===== src/rv_isa_pkg.sv =====
package rv_isa_pkg;

    typedef logic [31:0] data_t;
    typedef logic [4:0]  reg_idx_t;
    typedef logic [6:0]  opcode_t;

    // base opcodes of rv32i.
    localparam opcode_t OP_LUI    = 7'b0110111;
    localparam opcode_t OP_AUIPC  = 7'b0010111;
    localparam opcode_t OP_JAL    = 7'b1101111;
    localparam opcode_t OP_JALR   = 7'b1100111;
    localparam opcode_t OP_BRANCH = 7'b1100011;
    localparam opcode_t OP_LOAD   = 7'b0000011;
    localparam opcode_t OP_STORE  = 7'b0100011;
    localparam opcode_t OP_IMM    = 7'b0010011;
    localparam opcode_t OP_REG    = 7'b0110011;
    localparam opcode_t OP_SYSTEM = 7'b1110011;

    // arithmetic funct3.
    localparam logic [2:0] F3_ADD_SUB = 3'b000;
    localparam logic [2:0] F3_SLL     = 3'b001;
    localparam logic [2:0] F3_SLT     = 3'b010;
    localparam logic [2:0] F3_SLTU    = 3'b011;
    localparam logic [2:0] F3_XOR     = 3'b100;
    localparam logic [2:0] F3_SR      = 3'b101;
    localparam logic [2:0] F3_OR      = 3'b110;
    localparam logic [2:0] F3_AND     = 3'b111;

    // branch funct3.
    localparam logic [2:0] F3_BEQ  = 3'b000;
    localparam logic [2:0] F3_BNE  = 3'b001;
    localparam logic [2:0] F3_BLT  = 3'b100;
    localparam logic [2:0] F3_BGE  = 3'b101;
    localparam logic [2:0] F3_BLTU = 3'b110;
    localparam logic [2:0] F3_BGEU = 3'b111;

endpackage


===== src/id_ctrl_pkg.sv =====
package id_ctrl_pkg;

    typedef logic [3:0] alu_op_t;

    localparam alu_op_t ALU_ADD    = 4'd0;
    localparam alu_op_t ALU_SUB    = 4'd1;
    localparam alu_op_t ALU_SLL    = 4'd2;
    localparam alu_op_t ALU_SLT    = 4'd3;
    localparam alu_op_t ALU_SLTU   = 4'd4;
    localparam alu_op_t ALU_XOR    = 4'd5;
    localparam alu_op_t ALU_SRL    = 4'd6;
    localparam alu_op_t ALU_SRA    = 4'd7;
    localparam alu_op_t ALU_OR     = 4'd8;
    localparam alu_op_t ALU_AND    = 4'd9;
    // lui result is the immediate itself.
    localparam alu_op_t ALU_PASS_B = 4'd10;

    // execute word, msb first:
    // alu_op[3:0], alu_src_imm, alu_src_pc, is_branch, is_jump, is_jalr.
    typedef logic [8:0] ex_ctrl_t;

    // memory word, msb first:
    // mem_read, mem_write, funct3[2:0] of the access.
    typedef logic [4:0] mem_ctrl_t;

    // write-back word, msb first:
    // reg_write, mem_to_reg.
    typedef logic [1:0] wb_ctrl_t;

    // all-zero words are a bubble.
    localparam ex_ctrl_t  EX_NOP  = '0;
    localparam mem_ctrl_t MEM_NOP = '0;
    localparam wb_ctrl_t  WB_NOP  = '0;

endpackage


===== src/imm_gen.sv =====
module imm_gen (
    input  rv_isa_pkg::data_t inst,
    output rv_isa_pkg::data_t imm
);
    import rv_isa_pkg::*;

    opcode_t opcode;

    assign opcode = inst[6:0];

    always_comb begin
        case (opcode)
            OP_LOAD, OP_IMM, OP_JALR: begin
                imm = {{20{inst[31]}}, inst[31:20]};
            end
            OP_STORE: begin
                imm = {{20{inst[31]}}, inst[31:25], inst[11:7]};
            end
            OP_BRANCH: begin
                imm = {{19{inst[31]}}, inst[31], inst[7], inst[30:25], inst[11:8], 1'b0};
            end
            OP_LUI, OP_AUIPC: begin
                imm = {inst[31:12], 12'b0};
            end
            OP_JAL: begin
                imm = {{11{inst[31]}}, inst[31], inst[19:12], inst[20], inst[30:21], 1'b0};
            end
            default: begin
                imm = '0;
            end
        endcase
    end

endmodule


===== src/reg_file.sv =====
module reg_file (
    input  logic                 clk,
    input  logic                 rst_n,
    input  rv_isa_pkg::reg_idx_t rs1,
    input  rv_isa_pkg::reg_idx_t rs2,
    input  rv_isa_pkg::reg_idx_t rd,
    input  rv_isa_pkg::data_t    wdata,
    input  logic                 we,
    output rv_isa_pkg::data_t    rdata1,
    output rv_isa_pkg::data_t    rdata2
);
    import rv_isa_pkg::*;

    // x0 has no storage.
    data_t regs [1:31];

    function automatic data_t read_port(input reg_idx_t idx);
        data_t val;
        if (idx == '0) begin
            val = '0;
        end else if (we && idx == rd) begin
            // write-back in the same cycle wins.
            val = wdata;
        end else begin
            val = regs[idx];
        end
        return val;
    endfunction

    always_ff @(posedge clk or negedge rst_n) begin
        if (!rst_n) begin
            for (int i = 1; i < 32; i++) begin
                regs[i] <= '0;
            end
        end else if (we && rd != '0) begin
            regs[rd] <= wdata;
        end
    end

    always_comb begin
        rdata1 = read_port(rs1);
        rdata2 = read_port(rs2);
    end

    // a write-back to x0 must never leak through the bypass.
    a_x0_zero: assert property (@(posedge clk) disable iff (!rst_n)
        ((rs1 == '0) |-> (rdata1 == '0)) and ((rs2 == '0) |-> (rdata2 == '0)));

endmodule


===== src/hazard_unit.sv =====
module hazard_unit (
    input  rv_isa_pkg::reg_idx_t rs1,
    input  rv_isa_pkg::reg_idx_t rs2,
    input  rv_isa_pkg::reg_idx_t id_ex_rd,
    input  logic                 id_ex_mem_read,
    output logic                 stall,
    output logic                 if_id_write,
    output logic                 pc_write
);

    logic rd_match;

    // x0 as a load target never creates a dependency.
    assign rd_match = (id_ex_rd != '0) && ((id_ex_rd == rs1) || (id_ex_rd == rs2));

    assign stall       = id_ex_mem_read && rd_match;
    assign if_id_write = !stall;
    assign pc_write    = !stall;

endmodule


===== src/ctrl_decode.sv =====
module ctrl_decode (
    input  rv_isa_pkg::data_t      inst,
    output id_ctrl_pkg::ex_ctrl_t  ex_ctrl,
    output id_ctrl_pkg::mem_ctrl_t mem_ctrl,
    output id_ctrl_pkg::wb_ctrl_t  wb_ctrl,
    output logic                   branch,
    output logic                   jump,
    output logic                   jalr,
    output logic                   ujtype,
    output logic                   excp
);
    import rv_isa_pkg::*;
    import id_ctrl_pkg::*;

    opcode_t    opcode;
    logic [2:0] funct3;
    logic [6:0] funct7;
    alu_op_t    alu_op;
    logic       src_imm;
    logic       src_pc;
    logic       mem_rd;
    logic       mem_wr;
    logic       reg_wr;
    logic       to_reg;

    function automatic alu_op_t arith_op(input logic [2:0] f3, input logic alt);
        alu_op_t op;
        case (f3)
            F3_ADD_SUB: op = alt ? ALU_SUB : ALU_ADD;
            F3_SLL:     op = ALU_SLL;
            F3_SLT:     op = ALU_SLT;
            F3_SLTU:    op = ALU_SLTU;
            F3_XOR:     op = ALU_XOR;
            F3_SR:      op = alt ? ALU_SRA : ALU_SRL;
            F3_OR:      op = ALU_OR;
            default:    op = ALU_AND;
        endcase
        return op;
    endfunction

    function automatic alu_op_t compare_op(input logic [2:0] f3);
        alu_op_t op;
        case (f3)
            F3_BLT, F3_BGE:   op = ALU_SLT;
            F3_BLTU, F3_BGEU: op = ALU_SLTU;
            F3_BEQ, F3_BNE:   op = ALU_SUB;
            default:          op = ALU_SUB;
        endcase
        return op;
    endfunction

    assign opcode = inst[6:0];
    assign funct3 = inst[14:12];
    assign funct7 = inst[31:25];

    // defaults are all zero, so a trap leaves empty control words.
    always_comb begin
        alu_op  = ALU_ADD;
        src_imm = 1'b0;
        src_pc  = 1'b0;
        mem_rd  = 1'b0;
        mem_wr  = 1'b0;
        reg_wr  = 1'b0;
        to_reg  = 1'b0;
        branch  = 1'b0;
        jump    = 1'b0;
        jalr    = 1'b0;
        ujtype  = 1'b0;
        excp    = 1'b0;
        case (opcode)
            OP_LUI: begin
                alu_op  = ALU_PASS_B;
                src_imm = 1'b1;
                reg_wr  = 1'b1;
                ujtype  = 1'b1;
            end
            OP_AUIPC: begin
                src_imm = 1'b1;
                src_pc  = 1'b1;
                reg_wr  = 1'b1;
                ujtype  = 1'b1;
            end
            OP_JAL: begin
                jump   = 1'b1;
                ujtype = 1'b1;
                reg_wr = 1'b1;
            end
            OP_JALR: begin
                jump    = 1'b1;
                jalr    = 1'b1;
                src_imm = 1'b1;
                reg_wr  = 1'b1;
            end
            OP_BRANCH: begin
                alu_op = compare_op(funct3);
                branch = 1'b1;
            end
            OP_LOAD: begin
                src_imm = 1'b1;
                mem_rd  = 1'b1;
                reg_wr  = 1'b1;
                to_reg  = 1'b1;
            end
            OP_STORE: begin
                src_imm = 1'b1;
                mem_wr  = 1'b1;
            end
            OP_IMM: begin
                // only the shift-right form reads funct7.
                alu_op  = arith_op(funct3, (funct3 == F3_SR) && funct7[5]);
                src_imm = 1'b1;
                reg_wr  = 1'b1;
            end
            OP_REG: begin
                alu_op = arith_op(funct3, funct7[5]);
                reg_wr = 1'b1;
            end
            OP_SYSTEM: begin
                // ecall only, other system words decode as nops.
                excp = (inst[31:7] == '0);
            end
            default: begin
                // all-zero word is a flushed if/id register.
                excp = (inst != '0);
            end
        endcase
    end

    assign ex_ctrl  = {alu_op, src_imm, src_pc, branch, jump, jalr};
    assign mem_ctrl = {mem_rd, mem_wr, (mem_rd || mem_wr) ? funct3 : 3'b000};
    assign wb_ctrl  = {reg_wr, to_reg};

endmodule


===== src/branch_predictor.sv =====
module branch_predictor #(
    parameter rv_isa_pkg::data_t TRAP_VECTOR = 32'h0000_0100
) (
    input  logic              clk,
    input  logic              rst_n,
    input  logic              dcache_stall,
    input  logic              stall,
    input  logic              branch,
    input  logic              jump,
    input  logic              jalr,
    input  logic              excp,
    input  rv_isa_pkg::data_t pc,
    input  rv_isa_pkg::data_t imm,
    input  rv_isa_pkg::data_t rs1_data,
    input  rv_isa_pkg::data_t old_pc,
    input  rv_isa_pkg::data_t old_branch_pc,
    input  logic              old_branch,
    input  logic              old_predict,
    input  logic              old_actual,
    output rv_isa_pkg::data_t new_pc,
    output logic              redirect,
    output logic              predict_result,
    output logic              predict_fail,
    output rv_isa_pkg::data_t sepc
);
    import rv_isa_pkg::*;

    logic predict_taken;
    logic sepc_load;

    // backward taken, forward not taken.
    assign predict_taken  = branch && imm[31];
    assign predict_result = predict_taken;
    assign predict_fail   = old_branch && (old_predict != old_actual);

    always_comb begin
        redirect = 1'b1;
        if (predict_fail) begin
            new_pc = old_actual ? old_branch_pc : old_pc + 32'd4;
        end else if (excp) begin
            new_pc = TRAP_VECTOR;
        end else if (jalr) begin
            new_pc = (rs1_data + imm) & ~32'd1;
        end else if (jump || predict_taken) begin
            new_pc = pc + imm;
        end else begin
            redirect = 1'b0;
            new_pc   = pc + 32'd4;
        end
    end

    // wrong-path traps are dropped.
    assign sepc_load = excp && !stall && !dcache_stall && !predict_fail;

    always_ff @(posedge clk or negedge rst_n) begin
        if (!rst_n) begin
            sepc <= '0;
        end else if (sepc_load) begin
            sepc <= pc;
        end
    end

    a_target_aligned: assert property (@(posedge clk) disable iff (!rst_n)
        redirect |-> !new_pc[0]);

endmodule


===== src/stage_id.sv =====
module stage_id #(
    parameter rv_isa_pkg::data_t TRAP_VECTOR = 32'h0000_0100
) (
    input  logic                   clk,
    input  logic                   rst_n,
    input  logic                   dcache_stall,
    input  rv_isa_pkg::data_t      pc_in,
    input  rv_isa_pkg::data_t      inst,
    input  rv_isa_pkg::reg_idx_t   id_ex_rd,
    input  logic                   id_ex_mem_read,
    input  logic                   old_branch,
    input  logic                   old_predict,
    input  logic                   branch_result,
    input  rv_isa_pkg::data_t      old_pc,
    input  rv_isa_pkg::data_t      old_branch_pc,
    input  rv_isa_pkg::reg_idx_t   mem_wb_rd,
    input  rv_isa_pkg::data_t      wb_data,
    input  logic                   reg_write,
    output id_ctrl_pkg::ex_ctrl_t  ex_ctrl,
    output id_ctrl_pkg::mem_ctrl_t mem_ctrl,
    output id_ctrl_pkg::wb_ctrl_t  wb_ctrl,
    output rv_isa_pkg::reg_idx_t   rs1_out,
    output rv_isa_pkg::reg_idx_t   rs2_out,
    output rv_isa_pkg::reg_idx_t   rd_out,
    output rv_isa_pkg::data_t      reg_data1,
    output rv_isa_pkg::data_t      reg_data2,
    output rv_isa_pkg::data_t      imm_out,
    output rv_isa_pkg::data_t      pc_out,
    output logic                   if_id_write,
    output logic                   pc_write,
    output rv_isa_pkg::data_t      new_pc,
    output logic                   redirect,
    output logic                   predict_result,
    output logic                   predict_fail,
    output rv_isa_pkg::data_t      sepc
);
    import rv_isa_pkg::*;
    import id_ctrl_pkg::*;

    reg_idx_t  rs1;
    reg_idx_t  rs2;
    data_t     rs1_data;
    data_t     imm;
    ex_ctrl_t  ex_raw;
    mem_ctrl_t mem_raw;
    wb_ctrl_t  wb_raw;
    logic      branch;
    logic      jump;
    logic      jalr;
    logic      ujtype;
    logic      excp;
    logic      stall;

    // u and j formats carry immediate bits in the rs1 field.
    assign rs1 = ujtype ? reg_idx_t'(0) : inst[19:15];
    assign rs2 = inst[24:20];

    assign rs1_out   = rs1;
    assign rs2_out   = rs2;
    assign rd_out    = inst[11:7];
    assign reg_data1 = rs1_data;
    assign imm_out   = imm;
    assign pc_out    = pc_in;

    // load-use bubble.
    assign ex_ctrl  = stall ? EX_NOP  : ex_raw;
    assign mem_ctrl = stall ? MEM_NOP : mem_raw;
    assign wb_ctrl  = stall ? WB_NOP  : wb_raw;

    imm_gen imm_gen_i (
        .inst (inst),
        .imm  (imm)
    );

    reg_file reg_file_i (
        .clk    (clk),
        .rst_n  (rst_n),
        .rs1    (rs1),
        .rs2    (rs2),
        .rd     (mem_wb_rd),
        .wdata  (wb_data),
        .we     (reg_write),
        .rdata1 (rs1_data),
        .rdata2 (reg_data2)
    );

    hazard_unit hazard_unit_i (
        .rs1            (rs1),
        .rs2            (rs2),
        .id_ex_rd       (id_ex_rd),
        .id_ex_mem_read (id_ex_mem_read),
        .stall          (stall),
        .if_id_write    (if_id_write),
        .pc_write       (pc_write)
    );

    ctrl_decode ctrl_decode_i (
        .inst     (inst),
        .ex_ctrl  (ex_raw),
        .mem_ctrl (mem_raw),
        .wb_ctrl  (wb_raw),
        .branch   (branch),
        .jump     (jump),
        .jalr     (jalr),
        .ujtype   (ujtype),
        .excp     (excp)
    );

    branch_predictor #(
        .TRAP_VECTOR (TRAP_VECTOR)
    ) branch_predictor_i (
        .clk            (clk),
        .rst_n          (rst_n),
        .dcache_stall   (dcache_stall),
        .stall          (stall),
        .branch         (branch),
        .jump           (jump),
        .jalr           (jalr),
        .excp           (excp),
        .pc             (pc_in),
        .imm            (imm),
        .rs1_data       (rs1_data),
        .old_pc         (old_pc),
        .old_branch_pc  (old_branch_pc),
        .old_branch     (old_branch),
        .old_predict    (old_predict),
        .old_actual     (branch_result),
        .new_pc         (new_pc),
        .redirect       (redirect),
        .predict_result (predict_result),
        .predict_fail   (predict_fail),
        .sepc           (sepc)
    );

endmodule


===== config.mk =====
export PLATFORM = sky130hd
export DESIGN_NAME = stage_id
export DESIGN_NICKNAME = d
export VERILOG_FILES = /design/src/rv_isa_pkg.sv /design/src/id_ctrl_pkg.sv /design/src/imm_gen.sv /design/src/reg_file.sv /design/src/hazard_unit.sv /design/src/ctrl_decode.sv /design/src/branch_predictor.sv /design/src/stage_id.sv
export SDC_FILE = /design/constraint.sdc
export NUM_CORES = 2
export LEC_CHECK = 0
export BUFFER_PORTS_ARGS = -buffer_cell sky130_fd_sc_hd__clkbuf_2
export CAP_MARGIN = 0
export CORE_MARGIN = 1
export CORE_UTILIZATION = 60
export CTS_BUF_LIST = sky130_fd_sc_hd__clkbuf_16
export DETAILED_ROUTE_END_ITERATION = 10
export GPL_ROUTABILITY_DRIVEN = 0
export GPL_TIMING_DRIVEN = 1
export PLACE_DENSITY_LB_ADDON = 0.1
export SYNTH_ARGS = -nofsm -noshare
export SYNTH_HDL_FRONTEND = slang
export SYNTH_SLANG_ARGS = --single-unit

===== constraint.sdc =====
create_clock -name clk -period 8.79 [get_ports clk]
set_clock_uncertainty 0.1 [all_clocks]
set_input_delay 1.3185 -clock clk [delete_from_list [all_inputs] [get_ports clk]]
set_output_delay 1.3185 -clock clk [all_outputs]
set_load 0.005 [all_outputs]

==> metrics.log <==
INFO  metric hold_end = branch_predictor_i.sepc[15]$_DFFE_PN0P_
INFO  metric clock_tree.buffer_depth = 3
INFO  metric r2r_cells = 1
INFO  metric die_h = 323 microns
INFO  metric design.final.nets = 5834
INFO  metric violations = max-capacitance violations, max-slew violations
INFO  metric dp.final_hpwl = 137000 microns
INFO  metric io_pins = 406
INFO  metric max-cap-violations = 1
INFO  metric post_synth_top_area_share = 41.5%
INFO  metric grt_antenna_before_repair = 20
INFO  metric synthToLayoutAreaGrowth = 11.2%
INFO  metric synth.top_cells.by_count = dfrtp_1 (1024), mux2_2 (1018), nand2_1 (540), clkbuf_1 (425), a21oi_1 (299)
INFO  metric post_synth_main_area_contributors = dfrtp_1 (42%), mux2_2 (19%), mux4_2 (11%), nand2_1 (3.3%), mux2i_1 (2.8%)
INFO  metric yosys_warnings = 0
INFO  metric combinational_group_share_of_total_power = 23.4%
INFO  metric synth-edff-count = 0
INFO  metric syn_area = 61700 sq um
INFO  metric cells_on_worst_hold_path = 1
INFO  metric synth_cell_types = 86
INFO  metric tritoncts = done
INFO  metric power.density = 206 nW/um^2
INFO  metric routed_wl = 230000 microns
INFO  metric grt_setup_unrepaired = false
INFO  metric synthesis.area_per_instance = 11.3 sq um
INFO  metric reg2reg_to = reg_file_i.regs[457]$_DFFE_PN0P_
INFO  metric finalInstanceArea = 68600 sq um
INFO  metric timing.fmax = 0.117 GHz
INFO  metric grt_max_degree = 171
INFO  metric post-route-min-period = 8.57 ns
INFO  metric hp-class = flop to flop
INFO  metric filler_cell_count = 7765
INFO  metric timing.critical_path.max_delay_family = compound AO/OA/AOI/OAI gates
INFO  metric worst_skew_pair.late_latency = 0.71 ns
INFO  metric final_routed_drc_violation_total = 0
INFO  metric setup_viol = 0
INFO  metric hold_buffers = 0
INFO  metric ir_drop = 0.162 mV
INFO  metric route.detailed.wl_per_inst = 32.6 microns
INFO  metric period_share = 97.5%
INFO  metric ys_seq_elements = 1024
INFO  metric placement.io_buffers = 405
INFO  metric share_clk_of_total_power = 31.5%
INFO  metric worst_ep_required_time = 7.37 ns
INFO  metric worst_hold_startpoint = branch_predictor_i.sepc[15]$_DFFE_PN0P_
INFO  metric cp_num_buf_inv = 7
INFO  metric timing.critical_path.fanout_max = 74
INFO  metric dominantRegCellSynth = dfrtp_1
INFO  metric synthMostInstantiatedCell = dfrtp_1
INFO  metric detailed_place.area = 65100 sq um
INFO  metric minimum_setup_slack_among_reg_to_reg_paths = 7.84 ns
INFO  metric clkSinkCount = 1024
INFO  metric synth_top_cell_by_area = dfrtp_1
INFO  metric outcome = complete, but fails checks
INFO  metric postRouteAntennaNets = 0
INFO  metric route.vias.total = 51346
INFO  metric timing.critical_path.from_type = input port
INFO  metric p_sw_share = 30.6%
INFO  metric worst_pin_slew = 1.62 ns
INFO  metric die_width = 323 microns
INFO  metric drive_above_1_share = 37.7%
INFO  metric crit_slowest_cell = or4_1
INFO  metric critical_path_arrival = 7.15 ns
INFO  metric timing_max_transition_violations_final = 3
INFO  metric power.switching = 0.00434 W
INFO  metric std_cell_rows = 117
INFO  metric initial_utilization = 60.5%
INFO  metric grt_remaining_overflow = 0
INFO  metric setup_total_negative_slack = 0 ns
INFO  metric vias_in_the_first_global_route = 49408
INFO  metric cp_num_cells = 25
INFO  metric leakagePower = 30.7 nW
INFO  metric placeableCoreArea = 102000 sq um
INFO  metric drtPass1Iterations = 6
INFO  metric clk_transition_reported_paths = 0.05 ns
INFO  metric hold_viol = 0
INFO  metric synth_cells = 5437
INFO  metric clock-root-buffer = clkbuf_16
INFO  metric ys_seq_area_share = 41.5%
INFO  metric reg2reg_from = reg_file_i.regs[457]$_DFFE_PN0P_
INFO  metric global_route.usage.total = 44.0%
INFO  metric drtIter0Drc = 7002
INFO  metric worst_path_largest_cell_delay = 0.48 ns
INFO  metric pwr-share-seq = 45.0%
INFO  metric syn-num-nets = 5680
INFO  metric cts-buffers-inserted = 110
INFO  metric cts_max_level = 3
INFO  metric post_drt_via_cell_ratio = 7.27
INFO  metric timing.slew.headroom = -9.08%
INFO  metric critPathKind = input port to output pin
INFO  metric async_flop_share = 100%
INFO  metric cell_internal_pwr = 0.00982 W
INFO  metric grt_pass1_wl = 335000 microns
INFO  metric fp.dieArea = 104000 sq um
INFO  metric crit_path_end_kind = output pin
## worst max path at each step
stage,endpoint,startpoint
final,new_pc[31],inst[3]
after global routing,new_pc[29],inst[3]
after CTS,new_pc[31],inst[4]
after detailed placement,new_pc[31],inst[4]
after global placement,new_pc[31],inst[4]
after floorplan,new_pc[31],inst[3]
## area by class of cell
type | count | area [sq um] | area share (%)
antenna | 10 | 25.0 | 0.0365
clock buffer | 110 | 2750 | 4.01
clock inverter | 95 | 649 | 0.947
inverter | 38 | 163 | 0.237
multi-input combinational | 3819 | 33900 | 49.5
sequential | 1024 | 25600 | 37.4
tap | 1368 | 1710 | 2.50
timing repair buffer | 598 | 3720 | 5.42
## flip-flops by register name, indices dropped and copies added (netlist names)
| name | cells |
|---|---|
| reg_file_i.regs | 992 |
| branch_predictor_i.sepc | 32 |
## cells by family (layout without fill, tap and decap cells)
group           Yosys count  count (layout)  synth area share [%]
compound gates         1094            1094                  11.8
xor+xnor                121             121                  1.72
fa+ha+maj                65              65                  1.34
buf+inv                 594             841                  3.95
flops                  1024            1024                  41.5
mux                    1485            1485                  32.1
other cells               0              10                     0
simple gates           1054            1054                  7.55
## placed cells by master, fill, tap and decap left out, types with 26 or more instances in the layout
master / n
and3_1: 75
buf_4: 180
a21o_1: 55
nor3_1: 32
nand3_1: 63
a31oi_1: 70
mux2_2: 1018
clkbuf_16: 111
a311o_1: 58
mux4_2: 292
dfrtp_1: 1024
xnor2_1: 69
a21oi_1: 297
a211oi_1: 34
o21ai_0: 244
o211ai_1: 47
inv_1: 59
a221oi_1: 105
nor2_1: 207
clkinv_1: 26
nand2_1: 523
clkbuf_2: 398
ha_1: 63
xor2_1: 52
mux2i_1: 174
## per-layer routing
| layer | share of wire [%] | vias to the layer above | GRT usage, % |
|---|---|---|---|
| li1 | - | 20701 | - |
| met3 | 14 | 927 | 15.9 |
| met5 | 0.058 | - | 0 |
| met2 | 43 | 3812 | 63.2 |
| met4 | 7.2 | 20 | 27.5 |
| met1 | 36 | 25886 | 56.5 |
## power by group through the flow
| stage | clock [W] | sequential, W | combinational (W) |
|---|---|---|---|
| final | 0.00446 | 0.00638 | 0.00332 |
| after global routing | 0.00468 | 0.00647 | 0.00354 |
| after CTS | 0.00447 | 0.00633 | 0.00326 |
| after detailed placement | 0 | 0.00640 | 0.00324 |
| after global placement | 0 | 0.00636 | 0.00316 |
| after floorplan | 0 | 0.00616 | 0.00229 |
## through the flow
stage	total power, W	setup WS, ns	cells	hold slack (ns)	utilization, %
5_1_grt	0.0147	0.0303	7059	0.413	67.3
3_3_place_gp	0.00951	0.362	6845	0.381	63.9
3_5_place_dp	0.00965	0.290	6845	0.395	63.9
4_1_cts	0.0141	0.265	7050	0.404	67.3
6_report	0.0142	0.221	7062	0.405	67.3
2_1_floorplan	0.00845	0.794	5437	0.362	-
## timing repair
item,in CTS,in global routing
endpoints found under the setup margin,0,4
buffers inserted,0,1
gates resized for setup,0,5
Power figures use the tool's default switching activity.
